===== src/common/kinpira_pkg.sv =====
`default_nettype none

package kinpira_pkg;

  // ========================================
  // Word and bus widths
  // ========================================

  // Activation, weight and bias words
  localparam int DWIDTH    = 16;
  localparam int ACC_WIDTH = 32;

  // Register bus
  localparam int BWIDTH  = 32;
  localparam int REGSIZE = 4;

  // Counts and packed layer fields
  localparam int LWIDTH = 16;

  // ========================================
  // Memory sizes
  // ========================================

  localparam int IMGSIZE = 10;
  localparam int NETSIZE = 12;

  // Register word addresses
  typedef enum logic [REGSIZE-1:0] {
    REG_REQ        = 4'd0,
    REG_BASE       = 4'd1,
    REG_IN_OFFSET  = 4'd2,
    REG_OUT_OFFSET = 4'd3,
    REG_NET_OFFSET = 4'd4,
    REG_QBITS      = 4'd5,
    REG_BIAS       = 4'd6,
    REG_ACTV       = 4'd7,
    REG_STATUS     = 4'd8
  } reg_sel_t;

  // Layer sequencer
  typedef enum logic [2:0] {
    S_IDLE,
    S_READ,
    S_DRAIN,
    S_WRITE,
    S_DONE
  } gobou_state_t;

endpackage

`default_nettype wire


===== src/hw/param_regs.sv =====
`timescale 1ns/1ps
`default_nettype none

module param_regs (
  input  logic                               clk,
  input  logic                               xrst,
  input  logic                               reg_we,
  input  logic                               reg_re,
  input  logic [kinpira_pkg::REGSIZE-1:0]    reg_addr,
  input  logic [kinpira_pkg::BWIDTH-1:0]     reg_wdata,
  input  logic                               busy,
  input  logic                               ack,
  output logic [kinpira_pkg::BWIDTH-1:0]     reg_rdata,
  output logic                               req,
  output logic [kinpira_pkg::LWIDTH-1:0]     total_in,
  output logic [kinpira_pkg::LWIDTH-1:0]     total_out,
  output logic [kinpira_pkg::IMGSIZE-1:0]    in_offset,
  output logic [kinpira_pkg::IMGSIZE-1:0]    out_offset,
  output logic [kinpira_pkg::NETSIZE-1:0]    net_offset,
  output logic [kinpira_pkg::LWIDTH-1:0]     qbits,
  output logic                               bias_en,
  output logic                               relu_en
);
  import kinpira_pkg::*;

  reg_sel_t          sel;
  logic [BWIDTH-1:0] req_word;
  logic [BWIDTH-1:0] base_word;
  logic [BWIDTH-1:0] in_off_word;
  logic [BWIDTH-1:0] out_off_word;
  logic [BWIDTH-1:0] net_off_word;
  logic [BWIDTH-1:0] qbits_word;
  logic [BWIDTH-1:0] bias_word;
  logic [BWIDTH-1:0] actv_word;

  assign sel = reg_sel_t'(reg_addr);

  // ========================================
  // Host writes
  // ========================================

  always_ff @(posedge clk) begin
    if (!xrst) begin
      req          <= 1'b0;
      req_word     <= '0;
      base_word    <= '0;
      in_off_word  <= '0;
      out_off_word <= '0;
      net_off_word <= '0;
      qbits_word   <= '0;
      bias_word    <= '0;
      actv_word    <= '0;
    end else begin
      // One-cycle start pulse
      req <= reg_we && (sel == REG_REQ) && reg_wdata[0];
      if (reg_we) begin
        case (sel)
          REG_REQ:        req_word     <= reg_wdata;
          REG_BASE:       base_word    <= reg_wdata;
          REG_IN_OFFSET:  in_off_word  <= reg_wdata;
          REG_OUT_OFFSET: out_off_word <= reg_wdata;
          REG_NET_OFFSET: net_off_word <= reg_wdata;
          REG_QBITS:      qbits_word   <= reg_wdata;
          REG_BIAS:       bias_word    <= reg_wdata;
          REG_ACTV:       actv_word    <= reg_wdata;
          default: ;
        endcase
      end
    end
  end

  // Registered readback, status is live
  always_ff @(posedge clk) begin
    if (!xrst) begin
      reg_rdata <= '0;
    end else if (reg_re) begin
      case (sel)
        REG_REQ:        reg_rdata <= req_word;
        REG_BASE:       reg_rdata <= base_word;
        REG_IN_OFFSET:  reg_rdata <= in_off_word;
        REG_OUT_OFFSET: reg_rdata <= out_off_word;
        REG_NET_OFFSET: reg_rdata <= net_off_word;
        REG_QBITS:      reg_rdata <= qbits_word;
        REG_BIAS:       reg_rdata <= bias_word;
        REG_ACTV:       reg_rdata <= actv_word;
        REG_STATUS:     reg_rdata <= {{(BWIDTH-2){1'b0}}, busy, ack};
        default:        reg_rdata <= '0;
      endcase
    end
  end

  // Field decode
  assign total_out  = base_word[2*LWIDTH-1:LWIDTH];
  assign total_in   = base_word[LWIDTH-1:0];
  assign in_offset  = in_off_word[IMGSIZE-1:0];
  assign out_offset = out_off_word[IMGSIZE-1:0];
  assign net_offset = net_off_word[NETSIZE-1:0];
  assign qbits      = qbits_word[LWIDTH-1:0];
  assign bias_en    = bias_word[BWIDTH-1];
  assign relu_en    = actv_word[BWIDTH-1];

endmodule

`default_nettype wire


===== config.mk =====
export PLATFORM = sky130hd
export DESIGN_NAME = param_regs
export DESIGN_NICKNAME = d
export VERILOG_FILES = /design/src/common/kinpira_pkg.sv /design/src/hw/param_regs.sv
export SDC_FILE = /design/constraint.sdc
export NUM_CORES = 1
export LEC_CHECK = 0
export ABC_AREA = 1
export BUFFER_PORTS_ARGS = -buffer_cell sky130_fd_sc_hd__buf_2
export CORE_MARGIN = 5
export CORE_UTILIZATION = 52
export CTS_CLUSTER_DIAMETER = 120
export DETAILED_ROUTE_END_ITERATION = 8
export GPL_ROUTABILITY_DRIVEN = 0
export PLACE_DENSITY_LB_ADDON = 0.05
export SLEW_MARGIN = 30
export SYNTH_ARGS = -nofsm -noshare
export SYNTH_HDL_FRONTEND = slang
export SYNTH_SLANG_ARGS = --single-unit

===== constraint.sdc =====
create_clock -name clk -period 1.28 [get_ports clk]
set_input_delay 0.128 -clock clk [delete_from_list [all_inputs] [get_ports clk]]
set_output_delay 0.128 -clock clk [all_outputs]
set_load 0.1 [all_outputs]

Word-level counts from Yosys, hierarchy flattened
Index checks and enable logic that the tools add are counted.
W data, S select, Z words.
{"block": "totals", "mem_bits_ro": 0, "latchBits": 0, "memories": 0, "mem_bits_rw": 0, "in_bits": 42, "ff_bits": 289, "word_cells": 30, "output_inout_bits": 115}
{"block": "classes", "eq_ne": 8, "n_addsub": 0, "div_mod_pow": 0, "n_mux": 1, "multipliers": 0, "n_lt_le_gt_ge": 0, "reduce_logical": 11, "n_bitwise": 0, "n_shift": 0}
{"operator": "$pmux W32 S9", "count": 1}
{"operator": "$eq A4 B3 Y1 const B", "count": 4}
{"operator": "$reduce_and A2 Y1", "count": 8}
{"operator": "$eq A4 B2 Y1 const B", "count": 2}
{"operator": "$eq A4 B1 Y1 const B", "count": 1}
{"operator": "$eq A4 B4 Y1 const B", "count": 1}
{"operator": "$logic_not A4 Y1", "count": 1}
{"operator": "$logic_and A1 B1 Y1", "count": 2}

Longest topological paths before layout
{"block": "depth", "depth_word": 3, "mapped_depth": 10, "mapped_depth_nobuf": 9}

Worst setup path before layout
Ideal clock, no wire load.
{"block": "synth_timing", "kind": "register to register", "start": "reg base_word[16]", "end": "reg reg_rdata[16] (netlist bit)", "path_stages_with_launch": 7, "setup_time_ps": 70, "setup_slack_ps": -265, "n_path_buf": 0, "period_less_slack_ps": 1545, "t_required_ps": 1210, "t_arrival_ps": 1474, "cell_sequence": "dfxtp_1 inv_1 o21ai_0 nor2_1 nand2_1 nand2_1 a21oi_1"}
{"block": "synth_between", "elab_chain_len": 1}
{"item": "from (decl)", "line": "param_regs.sv:28", "text": "logic [BWIDTH-1:0] base_word;"}
{"item": "from (signal assigned)", "line": "param_regs.sv:59", "text": "REG_BASE: base_word <= reg_wdata;"}
{"item": "$pmux W32 S9", "line": "param_regs.sv:77", "text": "case (sel)"}
{"item": "to (signal assigned)", "line": "param_regs.sv:78", "text": "REG_REQ: reg_rdata <= req_word;"}
{"item": "to (signal assigned)", "line": "param_regs.sv:79", "text": "REG_BASE: reg_rdata <= base_word;"}
{"item": "to (signal assigned)", "line": "param_regs.sv:80", "text": "REG_IN_OFFSET: reg_rdata <= in_off_word;"}
{"item": "to (decl)", "line": "param_regs.sv:13", "text": "output logic [kinpira_pkg::BWIDTH-1:0] reg_rdata,"}
Every way passes these cells.
A chain may end at the register's enable or synchronous reset.

Final worst setup path
{"block": "layout_timing", "start": "reg base_word[7]", "end": "out total_in[7] (netlist bit)"}
{"item": "to (decl)", "line": "param_regs.sv:15", "text": "output logic [kinpira_pkg::LWIDTH-1:0] total_in,"}
No word-level cell between the ends.

==> summary.txt <==
Status
  – Status: finished clean

Power and ir drop
  – Total power: around 0.021 W
  – Leak: roughly 6.3 nW
  – Pwr dens: about 1200 nW/um^2
  – Internal Dissipation: roughly 0.015 W
  – Worst vdd ir: roughly 1.2 mV
  – Sequential share of power: ~45%
  – Clk pwr share: between 40% and 50%
  – Combinational Power Share: 10.5%
  – NetSw: ~0.0052 W
  – Switch share: between 20% and 30%

Global routing
  – Antenna violations before repair: 0
  – First-pass GRT wire length: about 65000 microns
  – GRT overflow: 0
  – Total track usage: about 30%
  – Pin count of the biggest net entering global routing: 55
  – Vias in the first global route: approximately 12000

Setup path
  – Critical path class: reg2out
  – Worst setup SP type: register
  – Max stage delay cell, worst path: dfxtp_2
  – Crit path DAT: 1.15 ns
  – Crit path max-delay family: flip-flops
  – Crit. End Element: output port
  – CP Buf/Inv Count: 1
  – CP Cell Sequence: buf_6
  – Crit path max fanout: 3
  – Critical Path RT: around 1.2 ns
  – Crit-path max cell delay: approximately 0.36 ns

Die
  – Die width: around 160 microns
  – Std cell rows: 56
  – I/O pin cnt: 157
  – Die span in y: between 150 and 200 microns
  – Starting Density: 52.9%
  – Die area: approximately 27000 sq um
  – CORE AREA: ~24000 sq um

Drt
  – DR DRC count: 0
  – Wirelength, routed: around 42000 microns
  – Iter 0 DRT Violations: between 1000 and 1500
  – Vias per cell: 5.55
  – TritonRoute pass-1 iters: 5
  – Via count: around 12000
  – WL/cell: approximately 19 microns
  – Remaining antenna violation count after routing: 0

Placed design
  – Port Buffers: roughly 160
  – Placed Area: roughly 14000 sq um
  – DP HPWL: 26600 microns
  – Placement Setup Slack: -0.260 ns

Run
  – Max Cap Viol: 0

Timing
  – Post-route setup slack: between 0.002 and 0.0025 ns
  – Min Tclk post-route: ~1.3 ns
  – Final period utilization: between 90 and 100%
  – Endpoints failing setup: 0
  – Max_slew headroom: 75.1%
  – Final slew viol count: 0
  – Worst slew pin tran: approximately 0.37 ns
  – RSZ-0062 raised after global routing: true
  – Final Hold Fails: 0
  – Skew final: just under 0.008 ns
  – Fmax achieved: a little under 0.8 GHz

Synth
  – Ys Warns: 0
  – #FFs+latches synth: approximately 290
  – Post-synthesis simple-gate area fraction: between 10% and 20%
  – Adder-Cell Fraction of Synth Area: 0%
  – Post-synthesis sequential area ratio: around 46%
  – Mapped Area: approximately 12000 sq um
  – Synthesized area per cell: around 7.2 sq um
  – Area contributors post-synth: dfxtp_1 (46%), a21oi_1 (12%), o21ai_0 (11%)
  – Syn nets: about 1800
  – Synth area leader: dfxtp_1
  – Largest family of logic cells by synthesized area: compound AO/OA/AOI/OAI gates
  – Mux contribution to synthesized area: 0%
  – Mapped Cells: between 1500 and 2000
  – Yosys top cell area share: ~46%
  – Synth Area in XOR/XNOR: 0%
  – Compound-Gate Fraction of Synth Area: a little under a quarter
  – Cell variety after synth: 19

Cells and area
  – Cell area after layout: 17200 sq um
  – Most common cell after layout, fill and taps aside: a21oi_1
  – Layout net count: roughly 1900
  – Layout cells sized above 1: 23.6%
  – Most frequent cells in the layout: a21oi_1 (288), o21ai_0 (264), nand2_1 (245)
  – Area growth, synth to finish: 37.9%
  – Number of diodes: 0

Clock network
  – TritonCTS clock tree: built
  – Total CTS buffers: 31
  – Clk_lat worst skew: around 0.55 ns
  – H-tree depth: 1
  – Root buf cell: clkbuf_16
  – Clk buf depth: 3
  – Clock Sinks: between 200 and 300
  – Worst-path clk slew: 0.06 ns

Hold path
  – Min-delay worst type: in2reg
[cell type report]
type                    count  area [sq um]
flip-flops and latches    289          5970
clock inverters            17           194
multi-input cells        1072          5040
repair buffers            299          3960
well taps                 319           399
clock buffers              37           858
fillers                  1828          6380
inverters                 197           742
[power groups by stage]
stage / Combinational [W] / Sequential [W] / Clock (W)
after CTS: 0.00209 / 0.00924 / 0.00930
after global routing: 0.00230 / 0.00926 / 0.00969
after global placement: 0.00188 / 0.00944 / 0
final: 0.00217 / 0.00925 / 0.00922
after floorplan: 0.000945 / 0.00965 / 0
after detailed placement: 0.00190 / 0.00945 / 0
[cells in the mapped netlist, drive strengths merged]
cell / count
clkbuf: 86
inv: 196
nand3: 153
nand2: 253
dfxtp: 289
nor2: 75
buf: 90
o21ai: 303
clkinv: 1
a21oi: 288
[stage by stage]
stage	setup TNS, ns	cells	utilization [%]	hold WS (ns)
after global routing	-0.0799	2230	72.9	0.0202
after CTS	-0.0365	2231	71.5	0.00862
final	0	2230	72.9	0.0291
after floorplan	0	1734	-	0.271
after global placement	-34.37	2144	61.4	0.430
after detailed placement	-39.64	2144	61.4	0.434
[cell families after synthesis]
kind of cell           count (synthesis)
AO/OA/AOI/OAI                        591
buffers and inverters                373
flip-flops                           289
AND/OR/NAND/NOR                      481
[layer usage]
layer	global-route usage, %	vias up	wire length (microns)
met5	0	-	0
met4	7.49	0	963
met3	4.49	73	3450
met2	49.1	546	19800
met1	42.7	5816	18100
li1	-	5951	-
[state kept, by name (all words and copies together), names as in the netlist]
name          count
actv_word        32
base_word        32
bias_word        32
in_off_word      32
net_off_word     32
out_off_word     32
qbits_word       32
reg_rdata        32
req               1
req_word         32
[repair_timing]
item                                    4_1_cts  5_1_grt
hold buffers                                 33        0
endpoints found under the setup margin      114       57
gates resized for setup                     317      100
endpoints found under the hold margin       250        0
setup buffers                                 0        0
[worst paths after layout]
check / depth (start not counted) / slack, ns / endpoint / from
min reg2reg: 2 / 0.44 / in_off_word[26] / in_off_word[26]
max reg2reg: 7 / 0.09 / reg_rdata[23] / base_word[23]
min: 4 / 0.03 / out_off_word[0] / reg_we
max: 1 / 0.002 / total_in[7] / base_word[7]
No activity file was read; power rests on OpenSTA's default activity.
