[config.mk]
export PLATFORM = sky130hd
export DESIGN_NAME = gobou_mac
export DESIGN_NICKNAME = d
export VERILOG_FILES = /design/src/common/kinpira_pkg.sv /design/src/gobou/gobou_mac.sv
export SDC_FILE = /design/constraint.sdc
export NUM_CORES = 1
export LEC_CHECK = 0
export ABC_AREA = 1
export BUFFER_PORTS_ARGS = -buffer_cell sky130_fd_sc_hd__buf_2
export CORE_MARGIN = 2
export CORE_UTILIZATION = 65
export DETAILED_ROUTE_END_ITERATION = 8
export GPL_TIMING_DRIVEN = 1
export HOLD_SLACK_MARGIN = 0.06
export PLACE_DENSITY = 0.83
export SETUP_SLACK_MARGIN = 0.02
export SKIP_CTS_REPAIR_TIMING = 1
export SYNTH_ARGS = -nofsm -noshare
export SYNTH_HDL_FRONTEND = slang
export SYNTH_SLANG_ARGS = --single-unit
[constraint.sdc]
create_clock -name clk -period 16.1 [get_ports clk]
set_input_delay 3.22 -clock clk [delete_from_list [all_inputs] [get_ports clk]]
set_output_delay 3.22 -clock clk [all_outputs]
set_load 0.01 [all_outputs]
[src/common/kinpira_pkg.sv]
`default_nettype none

package kinpira_pkg;

  // ========================================
  // Word and bus widths
  // ========================================

  // Activation, weight and bias words
  localparam int DWIDTH    = 16;
  localparam int ACC_WIDTH = 32;

  // Register bus
  localparam int BWIDTH  = 32;
  localparam int REGSIZE = 4;

  // Counts and packed layer fields
  localparam int LWIDTH = 16;

  // ========================================
  // Memory sizes
  // ========================================

  localparam int IMGSIZE = 10;
  localparam int NETSIZE = 12;

  // Register word addresses
  typedef enum logic [REGSIZE-1:0] {
    REG_REQ        = 4'd0,
    REG_BASE       = 4'd1,
    REG_IN_OFFSET  = 4'd2,
    REG_OUT_OFFSET = 4'd3,
    REG_NET_OFFSET = 4'd4,
    REG_QBITS      = 4'd5,
    REG_BIAS       = 4'd6,
    REG_ACTV       = 4'd7,
    REG_STATUS     = 4'd8
  } reg_sel_t;

  // Layer sequencer
  typedef enum logic [2:0] {
    S_IDLE,
    S_READ,
    S_DRAIN,
    S_WRITE,
    S_DONE
  } gobou_state_t;

endpackage

`default_nettype wire

[src/gobou/gobou_mac.sv]
`timescale 1ns/1ps
`default_nettype none

module gobou_mac (
  input  logic                                  clk,
  input  logic                                  xrst,
  input  logic                                  acc_clear,
  input  logic                                  acc_en,
  input  logic                                  bias_add,
  input  logic signed [kinpira_pkg::DWIDTH-1:0] mac_img,
  input  logic signed [kinpira_pkg::DWIDTH-1:0] mac_net,
  input  logic [kinpira_pkg::LWIDTH-1:0]        qbits,
  input  logic                                  relu_en,
  output logic signed [kinpira_pkg::DWIDTH-1:0] result
);
  import kinpira_pkg::*;

  logic signed [2*DWIDTH-1:0]  product;
  logic signed [ACC_WIDTH-1:0] acc;
  logic signed [ACC_WIDTH-1:0] shifted;
  logic signed [ACC_WIDTH-1:0] rectified;

  assign product = mac_img * mac_net;

  // ========================================
  // Accumulator
  // ========================================

  always_ff @(posedge clk) begin
    if (!xrst) begin
      acc <= '0;
    end else if (acc_clear) begin
      acc <= '0;
    end else if (acc_en) begin
      acc <= acc + ACC_WIDTH'(product);
    end else if (bias_add) begin
      // Bias word arrives on the weight port
      acc <= acc + ACC_WIDTH'(mac_net);
    end
  end

  // ========================================
  // Output stage
  // ========================================

  assign shifted   = acc >>> qbits;
  assign rectified = (relu_en && shifted[ACC_WIDTH-1]) ? '0 : shifted;

  // Clamp when the upper bits are not a plain sign extension
  always_comb begin
    if (&rectified[ACC_WIDTH-1:DWIDTH-1] || ~|rectified[ACC_WIDTH-1:DWIDTH-1]) begin
      result = rectified[DWIDTH-1:0];
    end else if (rectified[ACC_WIDTH-1]) begin
      result = {1'b1, {(DWIDTH-1){1'b0}}};
    end else begin
      result = {1'b0, {(DWIDTH-1){1'b1}}};
    end
  end

endmodule

`default_nettype wire

After elaboration in Yosys (flattened, before gate mapping)
Cells that the tools add are included.

word-level totals
  memories = 0
  memory bits (read-only) = 0
  word-level logic and storage cells = 18
  output and inout port bits = 16
  bits in latches = 0
  bits of input ports = 54
  flip-flop bits (word level) = 32
  memory bits (writable) = 0

operators by class
  div/mod/pow operators = 0
  shifts and indexed selects = 1
  eq/ne operators = 0
  $lt $le $gt $ge = 0
  reduce and logical (&&, ||, !) cells = 7
  bitwise operators = 1
  multipliers = 1
  add/subtract/negate cells = 2
  mux-type cells = 5

operator list
  operator                                         count
  32-bit 2-to-1 mux                                3
  32-bit by 16-bit adder with 32-bit output        1
  32-bit adder                                     1
  16-bit by 16-bit multiplier with 32-bit output   1
  16-bit 2-to-1 mux                                2
  32-bit by 16-bit >>> shifter with 32-bit output  1
  17-bit AND reduction                             1
  17-bit OR reduction                              1
  2-bit nonzero test                               1
  2-bit OR reduction                               1
  1-bit logical AND                                1
  1-bit logical NOT                                1
  1-bit logical OR                                 1
  1-bit NOT                                        1

Logic depth before layout (Yosys ltp)
  word-level depth = 7
  mapped depth = 31
  mapped depth without buffers = 29

Least setup slack after synthesis
No wires, ideal clock.

  path type = input to register
  from = in mac_net[7] in the netlist's numbering
  to = reg acc[27]
  required time = 15991 ps
  buffers on the path = 3
  data arrival time = 8864 ps
  path slack = 7127 ps
  setup time = 109 ps
  stages = 29
  cells stage by stage = clkbuf_1 > clkbuf_1 > nand2_1 > fa_1 > inv_1 > fa_1 > inv_1 > fa_1 > inv_1 > fa_1 > fa_1 > inv_1 > fa_1 > inv_1 > ha_1 > clkbuf_1 > nand2_1 > nor2_1 > nand3_1 > nand3_1 > a21oi_1 > o21ai_0 > a21oi_1 > o21ai_0 > a21oi_1 > o21ai_0 > nand3_1 > nand2_1 > inv_1

on the way
  cells in the longest elaborated chain, start to end = 3
  elaborated cells between the ends (all ways) = 5
  those cells by class = add/sub (2); mul (1); mux (2)

ends and longest elaborated chain
  element                                                                                                             RTL line                          text
  start: declaration                                                                                                  gobou_mac.sv:11                   input logic signed [kinpira_pkg::DWIDTH-1:0] mac_net,
  16-bit by 16-bit multiplier with 32-bit output / 32-bit by 16-bit adder with 32-bit output (equally long branches)  gobou_mac.sv:23, gobou_mac.sv:38
  32-bit adder / 32-bit 2-to-1 mux (equally long branches)                                                            gobou_mac.sv:35, gobou_mac.sv:36
  32-bit 2-to-1 mux *                                                                                                 gobou_mac.sv:34                   end else if (acc_en) begin
  end signal: assignment                                                                                              gobou_mac.sv:35                   acc <= acc + ACC_WIDTH'(product);
  end signal: assignment                                                                                              gobou_mac.sv:38                   acc <= acc + ACC_WIDTH'(mac_net);
  end: declaration                                                                                                    gobou_mac.sv:19                   logic signed [ACC_WIDTH-1:0] acc;

Mark *: on every way between the ends. The rest lies on a longest branch, timed or not. The select of a mux whose other input is x is not followed.
A chain may end at the register's enable or synchronous reset.

Worst setup path in the final report
  from = in qbits[3] in the netlist's numbering
  to = out result[13] in the netlist's numbering

on the way
  cells in the longest elaborated chain, start to end = 7
  elaborated cells between the ends (all ways) = 9
  those cells by class = shift (1); mux (3); reduce/logical (5)

ends and longest elaborated chain
  element                                            RTL line         text
  start: declaration                                 gobou_mac.sv:12  input logic [kinpira_pkg::LWIDTH-1:0] qbits,
  32-bit by 16-bit >>> shifter with 32-bit output *  gobou_mac.sv:46  assign shifted = acc >>> qbits;
  1-bit logical AND                                  gobou_mac.sv:47  assign rectified = (relu_en && shifted[ACC_WIDTH-1]) ? '0 : shifted;
  32-bit 2-to-1 mux *                                gobou_mac.sv:47
  17-bit OR reduction                                gobou_mac.sv:51  if (&rectified[ACC_WIDTH-1:DWIDTH-1] || ~|rectified[ACC_WIDTH-1:DWIDTH-1]) begin
  1-bit logical NOT                                  gobou_mac.sv:51
  1-bit logical OR                                   gobou_mac.sv:51
  16-bit 2-to-1 mux *                                gobou_mac.sv:51
  end: declaration                                   gobou_mac.sv:14  output logic signed [kinpira_pkg::DWIDTH-1:0] result

Mark *: on every way between the ends. The rest lies on a longest branch, timed or not.

==> results.md <==
* Combined global-route utilization of all metal layers at a little over a third
* Number of antenna violations at the first check in global routing at 1
* Clock period minus final worst setup slack at 9.38 ns
* Number of warnings printed during yosys synthesis at 0
* Final worst path period share at 58.2%
* Top achievable clock speed at roughly 0.11 GHz
* Min-delay src: acc[3]$_SDFFE_PP0P_
* Critical-path cell list: buf_2 -> clkinv_1 -> nor2_1 -> inv_1 -> nand2_1 -> nand2_1 -> nand2_1 -> nand2_1 -> o21ai_0 -> nand2_1 -> nor2_1 -> nand2_1 -> nand2_2 -> nand2_1 -> buf_2
* Crit path arrival time at 6.16 ns
* Crit Path Max Fanout at 36
* Largest incremental delay on the critical path at 0.81 ns
* Max transition margin at around 25%
* Sink count of the clock tree at 32
* Routability cong. at slightly below 1
* Count of port buffers added during placement at between 60 and 70
* Synth top area cells: fa_1 35%, inv_1 13%, nand2_1 12%, ha_1 9.6%, nand3_1 4.4%
* Final std cells w/o fill at roughly 2700
* Pin count of the biggest net entering global routing at 42
* Share of layout cells above drive strength 1 at approximately 5.5%
* Net count of the finished layout at approximately 2800
* Final HPWL from detailed placement at between 30000 and 40000 µm
* Distinct cell type count of the synthesized netlist at between 40 and 50
* Register containing the most flip-flops in the final layout: acc
* CTS tree: built
* Worst hold path endpoint: acc[3]$_SDFFE_PP0P_
* Hold crit path type: flop to flop
* Register-to-register setup slack at around 11 ns
* I/O pin total at 70
* Accumulated negative setup slack at 0 ns
* GRT Residual Overflow at 0
* Fraction of registers with async set or reset after synthesis at 0%
* Top cell types by occurrence after synthesis: 591 x inv_1, 549 x nand2_1, 293 x fa_1
* Most frequent cell after synthesis: inv_1
* Minimum setup slack in the final design at between 6 and 7 ns
* Cell depth of the worst flop-to-flop path at 21
* Top cell family by delay on the critical path: buffers and inverters
* Global-route wire length before repair at between 70000 and 80000 µm
* Post-detailed-route wirelength per cell at approximately 17 µm
* Number of stages on the worst hold path at 2
* Syn Nets at a little under 3000
* Run status: finished, final reports clean
* Placement-stage worst setup slack at approximately 6.6 ns
* Crit end category: output port
* Die Wd at around 160 µm
* Top flop regs: acc: 32 flops
* Effective utilization at floorplan at roughly 67%
* Number of H-tree branching levels at 2
* Count of maximum capacitance violations at 0
* Detailed-route wire length at between 40000 and 50000 µm
* Number of remaining DRC errors at 0
* CTS clock-pin slew for the worst setup and hold paths at approximately 0.050 ns
* Final Setup Violations at 0
* RSZ-0062 raised after global routing: no
* Register area share after synthesis at 3.81%
* Count of final hold-check violations at 0
* Number of buffers on the longest clock path at 2
* Placement row count at between 50 and 60
* Number of fill cells in the layout at 2231
* Source-to-sink clock delay at the later pin of the worst-skew pair at between 0.2 and 0.3 ns
* Reg-to-Reg Start: acc[15]$_SDFFE_PP0P_
* Number of buffers and inverters on the critical path at 4
* Height of the chip at 165 µm
* Placed instance count at 2694
* Type of element launching the critical path: input port
* Crit Path Class: input port to output port
* Vias per std cell at 5.64
* Most used DFF post-synth: dfxtp_1
* Pre-antenna DRT Iters at 6
* Post-synthesis average cell area at between 6 and 7 µm²
* Standard cell core area at between 20000 and 30000 µm²
* Fraction of post-synthesis cell area in the top cell type by area at a little over a third
* Worst R2R End: acc[27]$_SDFFE_PP0P_
* CP max stage cell: clkinv_1
* EDFF count, synth at 0
* Vias at roughly 15000
* Pins Over Slew Limit at 0
* Cell area after synthesis at approximately 17000 µm²
* Layout overhead on the synthesized area at 2.74%
* Final Skew at ~0.012 ns
* Count of antenna-violating nets left after detailed routing at 0
* Num CTS Buffers at 5
* Slew of the pin with the lowest slew margin at ~1.1 ns
* Post-synth top area cell: fa_1
* Crit path top cell by count: nand2_1
* Number of flip-flops under the largest register name at 32
* Required time of the critical path at 12.88 ns
* CTS root buffer: clkbuf_16
* Overall die area at about 27000 µm²
* Iteration-0 DRC count of the detailed router at between 1000 and 1500
* Register bit count reported by yosys at 32
* Number of global-route vias before repair at between 15000 and 20000
* Post-Syn Instances at about 2400
worst register-to-register path, stage by stage (launching register included):
cell     delay (ns)
dfxtp_1        0.45
inv_1          0.12
fa_1           0.54
inv_1          0.06
fa_1           0.43
fa_1           0.52
fa_1           0.55
inv_1          0.05
fa_1           0.50
inv_1          0.05
ha_1           0.37
a21oi_1        0.13
o21ai_0        0.19
a21oi_1        0.09
o21ai_0        0.39
a21oi_1        0.17
o21ai_0        0.25
a21oi_1        0.09
o21ai_0        0.10
nand3_1        0.09
nand2_1        0.10
inv_1          0.04
logic make-up after synthesis:
family	after synthesis	synth area share, %
AO/OA/AOI/OAI	330	11.1
XOR/XNOR	43	2.24
adder cells (fa/ha/maj)	422	44.5
buffers and inverters	711	16.2
flip-flops	32	3.81
multiplexers	1	0.0595
AND/OR/NAND/NOR	868	22.0
routing by layer:
layer / part of all wire [%] / vias to the layer above / wire, µm / global-route usage, %
met5: 0 / - / 0 / 0
met4: 2.9 / 0 / 1340 / 9.76
met3: 8.2 / 107 / 3810 / 6.10
met1: 41 / 7270 / 19300 / 47.6
met2: 47 / 620 / 22000 / 61.3
li1: - / 7238 / - / -
cell usage in the layout (no fill, tap or decap), types with 14 or more instances in the layout:
cell type and n:
o21ai_0 112, dfxtp_1 32, buf_2 69, o211ai_1 37, nand2_1 549, nor2_1 103
inv_1 591, nand2_2 14, a21oi_1 116, ha_1 129, a31oi_1 22, xor2_1 16
nand3_1 148, nand3_2 15, xnor2_1 27, fa_1 293
area by class of cell:
| cell class | instances | area, µm² | share of cell area, % |
|---|---|---|---|
| inverter | 595 | 2230 | 12.9 |
| clock buffer | 5 | 125 | 0.724 |
| tap | 330 | 413 | 2.39 |
| clock inverter | 3 | 42.5 | 0.246 |
| timing repair buffer | 73 | 375 | 2.17 |
| sequential | 32 | 641 | 3.71 |
| antenna | 1 | 2.50 | 0.0145 |
| multi-input combinational | 1664 | 13400 | 77.8 |
stage by stage:
stage	hold slack (ns)	instance area (µm²)	util [%]
after floorplan	0.495	16800	-
after global placement	0.544	17100	67.7
after detailed placement	0.555	17100	67.7
after CTS	0.559	17300	68.4
after global routing	0.585	17300	68.4
final	0.561	17300	68.4
worst max-delay path by stage:
stage | endpoint | cells past startpoint | slack (ns) | startpoint
2_1_floorplan | acc[27]$_SDFFE_PP0P_ | 29 | 7.13 | mac_net[7]
3_3_place_gp | acc[27]$_SDFFE_PP0P_ | 24 | 6.62 | mac_net[15]
3_5_place_dp | acc[28]$_SDFFE_PP0P_ | 24 | 6.55 | mac_net[1]
4_1_cts | result[13] | 15 | 6.78 | qbits[3]
5_1_grt | result[13] | 15 | 6.29 | qbits[3]
6_report | result[13] | 15 | 6.72 | qbits[3]
Power is left out: the tool's default activity adds up to more than one toggle a clock period on the data nets, which glitch-free logic cannot reach.
