[src/common/kinpira_pkg.sv]
`default_nettype none

package kinpira_pkg;

  // ========================================
  // Word and bus widths
  // ========================================

  // Activation, weight and bias words
  localparam int DWIDTH    = 16;
  localparam int ACC_WIDTH = 32;

  // Register bus
  localparam int BWIDTH  = 32;
  localparam int REGSIZE = 4;

  // Counts and packed layer fields
  localparam int LWIDTH = 16;

  // ========================================
  // Memory sizes
  // ========================================

  localparam int IMGSIZE = 10;
  localparam int NETSIZE = 12;

  // Register word addresses
  typedef enum logic [REGSIZE-1:0] {
    REG_REQ        = 4'd0,
    REG_BASE       = 4'd1,
    REG_IN_OFFSET  = 4'd2,
    REG_OUT_OFFSET = 4'd3,
    REG_NET_OFFSET = 4'd4,
    REG_QBITS      = 4'd5,
    REG_BIAS       = 4'd6,
    REG_ACTV       = 4'd7,
    REG_STATUS     = 4'd8
  } reg_sel_t;

  // Layer sequencer
  typedef enum logic [2:0] {
    S_IDLE,
    S_READ,
    S_DRAIN,
    S_WRITE,
    S_DONE
  } gobou_state_t;

endpackage

`default_nettype wire

[src/gobou/gobou_ctrl.sv]
`timescale 1ns/1ps
`default_nettype none

module gobou_ctrl (
  input  logic                                  clk,
  input  logic                                  xrst,
  input  logic                                  req,
  input  logic [kinpira_pkg::LWIDTH-1:0]        total_in,
  input  logic [kinpira_pkg::LWIDTH-1:0]        total_out,
  input  logic [kinpira_pkg::IMGSIZE-1:0]       in_offset,
  input  logic [kinpira_pkg::IMGSIZE-1:0]       out_offset,
  input  logic [kinpira_pkg::NETSIZE-1:0]       net_offset,
  input  logic                                  bias_en,
  input  logic                                  img_we,
  input  logic [kinpira_pkg::IMGSIZE-1:0]       img_addr,
  input  logic signed [kinpira_pkg::DWIDTH-1:0] img_wdata,
  input  logic                                  net_we,
  input  logic [kinpira_pkg::NETSIZE-1:0]       net_addr,
  input  logic signed [kinpira_pkg::DWIDTH-1:0] net_wdata,
  input  logic signed [kinpira_pkg::DWIDTH-1:0] mem_img_rdata,
  input  logic signed [kinpira_pkg::DWIDTH-1:0] mem_net_rdata,
  input  logic signed [kinpira_pkg::DWIDTH-1:0] result,
  output logic                                  busy,
  output logic                                  ack,
  output logic                                  mem_img_we,
  output logic [kinpira_pkg::IMGSIZE-1:0]       mem_img_addr,
  output logic signed [kinpira_pkg::DWIDTH-1:0] mem_img_wdata,
  output logic [kinpira_pkg::NETSIZE-1:0]       mem_net_addr,
  output logic                                  mem_net_we,
  output logic signed [kinpira_pkg::DWIDTH-1:0] mem_net_wdata,
  output logic signed [kinpira_pkg::DWIDTH-1:0] img_rdata,
  output logic signed [kinpira_pkg::DWIDTH-1:0] net_rdata,
  output logic                                  acc_clear,
  output logic                                  acc_en,
  output logic                                  bias_add,
  output logic signed [kinpira_pkg::DWIDTH-1:0] mac_img,
  output logic signed [kinpira_pkg::DWIDTH-1:0] mac_net
);
  import kinpira_pkg::*;

  gobou_state_t       state;
  logic [LWIDTH-1:0]  in_cnt;
  logic [LWIDTH-1:0]  out_cnt;
  logic [NETSIZE-1:0] net_base;
  logic               last_in;
  logic               last_out;
  logic               rd_issue;
  logic               bias_issue;
  logic [IMGSIZE-1:0] core_img_addr;
  logic [NETSIZE-1:0] core_net_addr;

  assign busy     = state != S_IDLE;
  assign last_in  = in_cnt == total_in;
  assign last_out = out_cnt == total_out - 1'b1;

  // ========================================
  // Sequencer
  // ========================================

  always_ff @(posedge clk) begin
    if (!xrst) begin
      state    <= S_IDLE;
      in_cnt   <= '0;
      out_cnt  <= '0;
      net_base <= '0;
      ack      <= 1'b0;
    end else begin
      case (state)
        S_IDLE: begin
          if (req) begin
            state    <= (total_out == '0) ? S_DONE : S_READ;
            in_cnt   <= '0;
            out_cnt  <= '0;
            net_base <= net_offset;
            ack      <= 1'b0;
          end
        end
        S_READ: begin
          // Last slot of each row is the bias word
          if (last_in) begin
            state <= S_DRAIN;
          end else begin
            in_cnt <= in_cnt + 1'b1;
          end
        end
        S_DRAIN: begin
          state <= S_WRITE;
        end
        S_WRITE: begin
          in_cnt <= '0;
          if (last_out) begin
            state <= S_DONE;
          end else begin
            state    <= S_READ;
            out_cnt  <= out_cnt + 1'b1;
            net_base <= net_base + total_in[NETSIZE-1:0] + 1'b1;
          end
        end
        S_DONE: begin
          state <= S_IDLE;
          ack   <= 1'b1;
        end
        default: begin
          state <= S_IDLE;
        end
      endcase
    end
  end

  // Read issue, data lands one cycle later
  assign rd_issue   = (state == S_READ) && !last_in;
  assign bias_issue = (state == S_READ) && last_in && bias_en;
  assign acc_clear  = (state == S_READ) && (in_cnt == '0);

  always_ff @(posedge clk) begin
    if (!xrst) begin
      acc_en   <= 1'b0;
      bias_add <= 1'b0;
    end else begin
      acc_en   <= rd_issue;
      bias_add <= bias_issue;
    end
  end

  // ========================================
  // Memory ports
  // ========================================

  assign core_img_addr = (state == S_WRITE) ? out_offset + out_cnt[IMGSIZE-1:0]
                                            : in_offset + in_cnt[IMGSIZE-1:0];
  assign core_net_addr = net_base + in_cnt[NETSIZE-1:0];

  // Host owns the memories only while idle
  always_comb begin
    if (busy) begin
      mem_img_we    = state == S_WRITE;
      mem_img_addr  = core_img_addr;
      mem_img_wdata = result;
      mem_net_we    = 1'b0;
      mem_net_addr  = core_net_addr;
      mem_net_wdata = '0;
    end else begin
      mem_img_we    = img_we;
      mem_img_addr  = img_addr;
      mem_img_wdata = img_wdata;
      mem_net_we    = net_we;
      mem_net_addr  = net_addr;
      mem_net_wdata = net_wdata;
    end
  end

  assign img_rdata = mem_img_rdata;
  assign net_rdata = mem_net_rdata;
  assign mac_img   = mem_img_rdata;
  assign mac_net   = mem_net_rdata;

endmodule

`default_nettype wire

[config.mk]
export PLATFORM = sky130hd
export DESIGN_NAME = gobou_ctrl
export DESIGN_NICKNAME = d
export VERILOG_FILES = /design/src/common/kinpira_pkg.sv /design/src/gobou/gobou_ctrl.sv
export SDC_FILE = /design/constraint.sdc
export NUM_CORES = 1
export LEC_CHECK = 0
export BUFFER_PORTS_ARGS = -buffer_cell sky130_fd_sc_hd__buf_2
export CORE_AREA = 2 2 114 116
export CTS_BUF_LIST = sky130_fd_sc_hd__clkbuf_4
export DETAILED_ROUTE_END_ITERATION = 8
export DIE_AREA = 0 0 116 118
export PLACE_DENSITY = 0.84
export SLEW_MARGIN = 20
export SYNTH_ARGS = -nofsm -noshare
export SYNTH_HDL_FRONTEND = slang
export SYNTH_SLANG_ARGS = --single-unit
[constraint.sdc]
create_clock -name clk -period 5.75 [get_ports clk]
set_clock_uncertainty 0.05 [all_clocks]
set_input_delay 1.15 -clock clk [delete_from_list [all_inputs] [get_ports clk]]
set_output_delay 1.15 -clock clk [all_outputs]
set_load 0.01 [all_outputs]
# Word level (Yosys, flattened, before mapping)
# Index checks and enable logic that the tools add are counted.
totals:
  output_inout_bits: 125
  register_bits: 50
  in_bits: 172
classes:
  mux: 22
  eq_ne: 10
  add_sub_neg: 8
  n_reduce_logical: 16
ops:
  columns: ["operator", "n"]
  rows:
  - ["$mux 16", 5]
  - ["$pmux 16 s3", 1]
  - ["$mux 12", 3]
  - ["$add 16x1->16 const B", 2]
  - ["$eq 16x16->1", 2]
  - ["$logic_not 16->1", 2]
  - ["$pmux 16 s2", 1]
  - ["$add 12x12->12", 2]
  - ["$pmux 12 s2", 1]
  - ["$add 10x10->10", 2]
  - ["$mux 10", 2]
  - ["$sub 16x1->16 const B", 1]
  - ["$add 12x1->12 const B", 1]
  - ["$mux 3", 4]
  - ["$pmux 3 s4", 1]
  - ["$ne 2x2->1 const B", 4]
  - ["$eq 3x2->1 const B", 2]
  - ["$reduce_and 3->1", 2]
  - ["$reduce_bool 3->1", 2]
  - ["$logic_and 1x1->1", 4]
  - ["$reduce_and 2->1", 2]
  - ["$reduce_bool 2->1", 2]
  - ["$eq 3x1->1 const B", 1]
  - ["$eq 3x3->1 const B", 1]
  - ["other kinds (4)", 6]

# Longest topological paths before layout
logic_depth:
  word_depth: 4
  depth_mapped: 13
  depth_no_buf: 12

# Worst setup path before layout
# Ideal clock, no wire load.
synth_timing:
  path_type: "input-to-output"
  start: "in in_offset[0] in the netlist's numbering"
  end: "out mem_img_addr[8] in the netlist's numbering"
  setup_slack_ps: 1627
  path_buffers: 0
  arrival_time_ps: 2923
  t_required_ps: 4550
  cell_stages: 11
  cell_sequence: "ha_1 > inv_1 > fa_1 > nor2b_1 > o21ai_0 > a21boi_0 > o21a_1 > nor2_1 > o21ai_0 > xnor2_1 > a211oi_1"
synth_via:
  elab_chain_cells: 3
synth_lines:
  columns: ["item", "line_no", "source"]
  rows:
  - ["start: declaration", "gobou_ctrl.sv:10", "input logic [kinpira_pkg::IMGSIZE-1:0] in_offset,"]
  - ["$add 10x10->10", "gobou_ctrl.sv:130", ": in_offset + in_cnt[IMGSIZE-1:0];"]
  - ["$mux 10", "gobou_ctrl.sv:129", "assign core_img_addr = (state == S_WRITE) ? out_offset + out_cnt[IMGSIZE-1:0]"]
  - ["$mux 10", "gobou_ctrl.sv:135", "if (busy) begin"]
  - ["end: declaration", "gobou_ctrl.sv:26", "output logic [kinpira_pkg::IMGSIZE-1:0] mem_img_addr,"]
# Every way passes these cells.

# Final worst setup path
layout_timing:
  start: "in out_offset[1] in the netlist's numbering"
  end: "out mem_img_addr[9] in the netlist's numbering"
layout_via:
  elab_chain_cells: 3
layout_lines:
  columns: ["item", "line_no", "source"]
  rows:
  - ["start: declaration", "gobou_ctrl.sv:11", "input logic [kinpira_pkg::IMGSIZE-1:0] out_offset,"]
  - ["$add 10x10->10", "gobou_ctrl.sv:129", null]
  - ["$mux 10", "gobou_ctrl.sv:129", null]
  - ["$mux 10", "gobou_ctrl.sv:135", null]
# Every way passes these cells.

==> impl_metrics.json <==
{
  "hold_buffers": 0,
  "cpPeakStageDelay_ns": 0.42,
  "end_kind": "output pin",
  "crit_type": "input pin to output pin",
  "port_buffers": 200,
  "fp.dieH_um": 118,
  "hold_start": "out_cnt[14]",
  "reg2reg_from": "out_cnt[3]",
  "dpl.cell_count": 1089,
  "worstSkewPairLatency_ns": 0.39,
  "io_pins": 297,
  "r2r_slack_ns": 2.73,
  "leakage_nw": 3.16,
  "dp_hpwl_um": 14800,
  "grt_max_degree": 50,
  "cts.repair.resized": 0,
  "min_period_ns": 4.65,
  "cp.required_ns": 4.55,
  "hold_depth": 2,
  "synthArstFlopShare_pct": 0,
  "nFillCells": 1241,
  "drive_gt1_share_pct": 25.6,
  "postCtsSetupBuffers": 0,
  "r2r_end": "out_cnt[15]",
  "die_w_um": 116,
  "nNetsFinal": 1144,
  "ys_seq_area_share_pct": 16.7,
  "syn2layout_area_growth_pct": 11.3,
  "clk_path_buf_depth": 2,
  "final_cells": 1097,
  "syn_inst": 812,
  "grt.total_usage_pct": 25.6,
  "cap_violations": 0,
  "clk_pin_slew_ns": 0.15,
  "layout_setup_ws_ns": 1.10,
  "hold_class": "flop to flop",
  "critPathArrivalTime_ns": 3.45,
  "period_share_pct": 80.8,
  "drc": 0,
  "fin_setup_tns_ns": 0,
  "start_util_pct": 48.3,
  "ant_nets": 0,
  "clock_sinks": 50,
  "firstDrtPassIters": 5,
  "initialDrtViolationCount": 418,
  "yosysUniqueCellTypes": 75,
  "whs_endpoint": "out_cnt[14]",
  "cp_num_buf_inv": 2,
  "synth-seq-cells": 50,
  "synth-main-ff-cell": "dfxtp_1",
  "crit_path_start_kind": "input pin",
  "synth.avg_cell_area_um2": 7.38,
  "avgViaCountPerCell": 5.60,
  "grt_pass1_vias": 5692,
  "critPathSlowestCell": "o41ai_1",
  "fmax_mhz": 215,
  "yosys_warnings": 0,
  "cts_tree": "built",
  "slew_viol_final": 0,
  "wl_per_cell_um": 16.6,
  "cts_root_buf": "clkbuf_4",
  "grt-ovfl-total": 0,
  "gp_congestion": 0.937,
  "hold_viol_final": 0,
  "power_per_cell_area_nw_per_um2": 168,
  "rr_worst_depth": 8,
  "path_depth": 11,
  "vias": 6138,
  "core_um2": 12400,
  "rsz0062_at_grt": "no",
  "finalPower_mw": 1.12,
  "grt_pass1_wl_um": 28300,
  "status": "completed",
  "die-area_um2": 13700,
  "cp_top_family": "compound AO/OA/AOI/OAI gates",
  "mostFrequentLayoutCell": "buf_2",
  "timing.slew.headroom_pct": 34.2,
  "synth_area_um2": 5990,
  "cts_buffers": 5,
  "wl_um": 18200,
  "num_antenna_cells": 0,
  "dp_slack_ns": 1.14,
  "setup_viol": 0,
  "ir_drop_uv": 69.7,
  "rows": 41,
  "synth-edff-count": 0,
  "grt_antenna_before_repair": 0,
  "cp_cell_sequence": "buf_2 > ha_1 > a21o_1 > a21oi_1 > nor2b_1 > o21a_1 > o41ai_1 > o21ai_0 > xnor2_1 > a21oi_1 > buf_2",
  "cts_max_level": 2,
  "crit_fanout": 2,
  "tightest_slew_ns": 0.981,
  "syn_nets": 1032,
  "final_cell_mix": "buf_2, nand2_1, nor2_1, dfxtp_1, xor2_1"
}
==> logic make-up after synthesis <==
logic type	count (synthesis)	synth area share (%)
multiplexers	5	0.856
AO/OA/AOI/OAI	174	19.6
XOR/XNOR	81	12.1
flip-flops	50	16.7
adder cells (fa/ha/maj)	48	10.5
buffers and inverters	125	12.5
AND/OR/NAND/NOR	329	27.8
==> worst register-to-register path, delay by kind of cell, from the launching register on <==
| kind | cells | cell delay, ns |
|---|---|---|
| flops | 1 | 0.51 |
| simple gates | 2 | 0.91 |
| mux | 1 | 0.11 |
| xor+xnor | 2 | 0.27 |
| compound gates | 3 | 1.07 |
==> worst max-delay path by stage <==
stage                        startpoint  slack, ns               to
after floorplan            in_offset[0]       1.63  mem_img_addr[8]
after global placement    out_offset[1]       1.21  mem_img_addr[9]
after detailed placement  out_offset[1]       1.14  mem_img_addr[9]
after CTS                 out_offset[1]       1.11  mem_img_addr[9]
after global routing          in_cnt[0]       0.94  mem_net_addr[8]
final                     out_offset[1]       1.10  mem_img_addr[9]
==> flip-flops by register name, indices dropped and copies added (netlist names) <==
register,cells
acc_en,1
in_cnt,16
state,3
net_base,12
out_cnt,16
bias_add,1
ack,1
==> cell usage after synthesis (all sizes together) (13+ instances only) <==
| library cell | n | area [µm²] |
|---|---|---|
| a21oi | 43 | 226 |
| and2 | 22 | 138 |
| buf | 73 | 553 |
| clkbuf | 25 | 93.8 |
| dfxtp | 50 | 1000 |
| ha | 44 | 551 |
| inv | 26 | 97.6 |
| nand2 | 113 | 424 |
| nand3 | 21 | 118 |
| nor2 | 69 | 262 |
| nor3 | 15 | 96.4 |
| nor4 | 13 | 93.8 |
| o211ai | 14 | 110 |
| o21ai | 44 | 239 |
| or3 | 16 | 105 |
| xnor2 | 35 | 307 |
| xor2 | 45 | 394 |
==> power by group <==
part	total, mW	internal (mW)	switching [mW]	leakage (nW)
sequential	0.386	0.362	0.0241	0.406
clock	0.214	0.0919	0.122	0.0432
combinational	0.522	0.219	0.303	2.71
total	1.12	0.673	0.449	3.16
==> per-layer routing <==
metal / track usage, % / part of all wire (%) / wire length, µm / vias to the layer above
li1: - / - / - / 3018
met3: 3.30 / 6.8 / 1240 / 46
met5: 0 / 0 / 0 / -
met1: 34.2 / 44 / 7990 / 2831
met4: 8.85 / 3.6 / 650 / 0
met2: 42.2 / 46 / 8360 / 243
==> metrics by stage <==
step / hold WS [ns] / instance area, µm² / utilization (%)
after floorplan: 0.401 / 5990 / -
after global placement: 0.431 / 6590 / 53.1
after detailed placement: 0.434 / 6590 / 53.1
after CTS: 0.461 / 6670 / 53.7
after global routing: 0.485 / 6670 / 53.7
final: 0.457 / 6670 / 53.7
==> layout make-up <==
| type | instances | area (µm²) | area share [%] |
|---|---|---|---|
| clock inverters | 3 | 42.5 | 0.638 |
| well taps | 172 | 215 | 3.23 |
| repair buffers | 203 | 1020 | 15.3 |
| inverters | 27 | 101 | 1.52 |
| multi-input cells | 637 | 4250 | 63.7 |
| flip-flops and latches | 50 | 1000 | 15.0 |
| clock buffers | 5 | 37.5 | 0.563 |
Note: power is estimated with default switching activity, not from simulation.
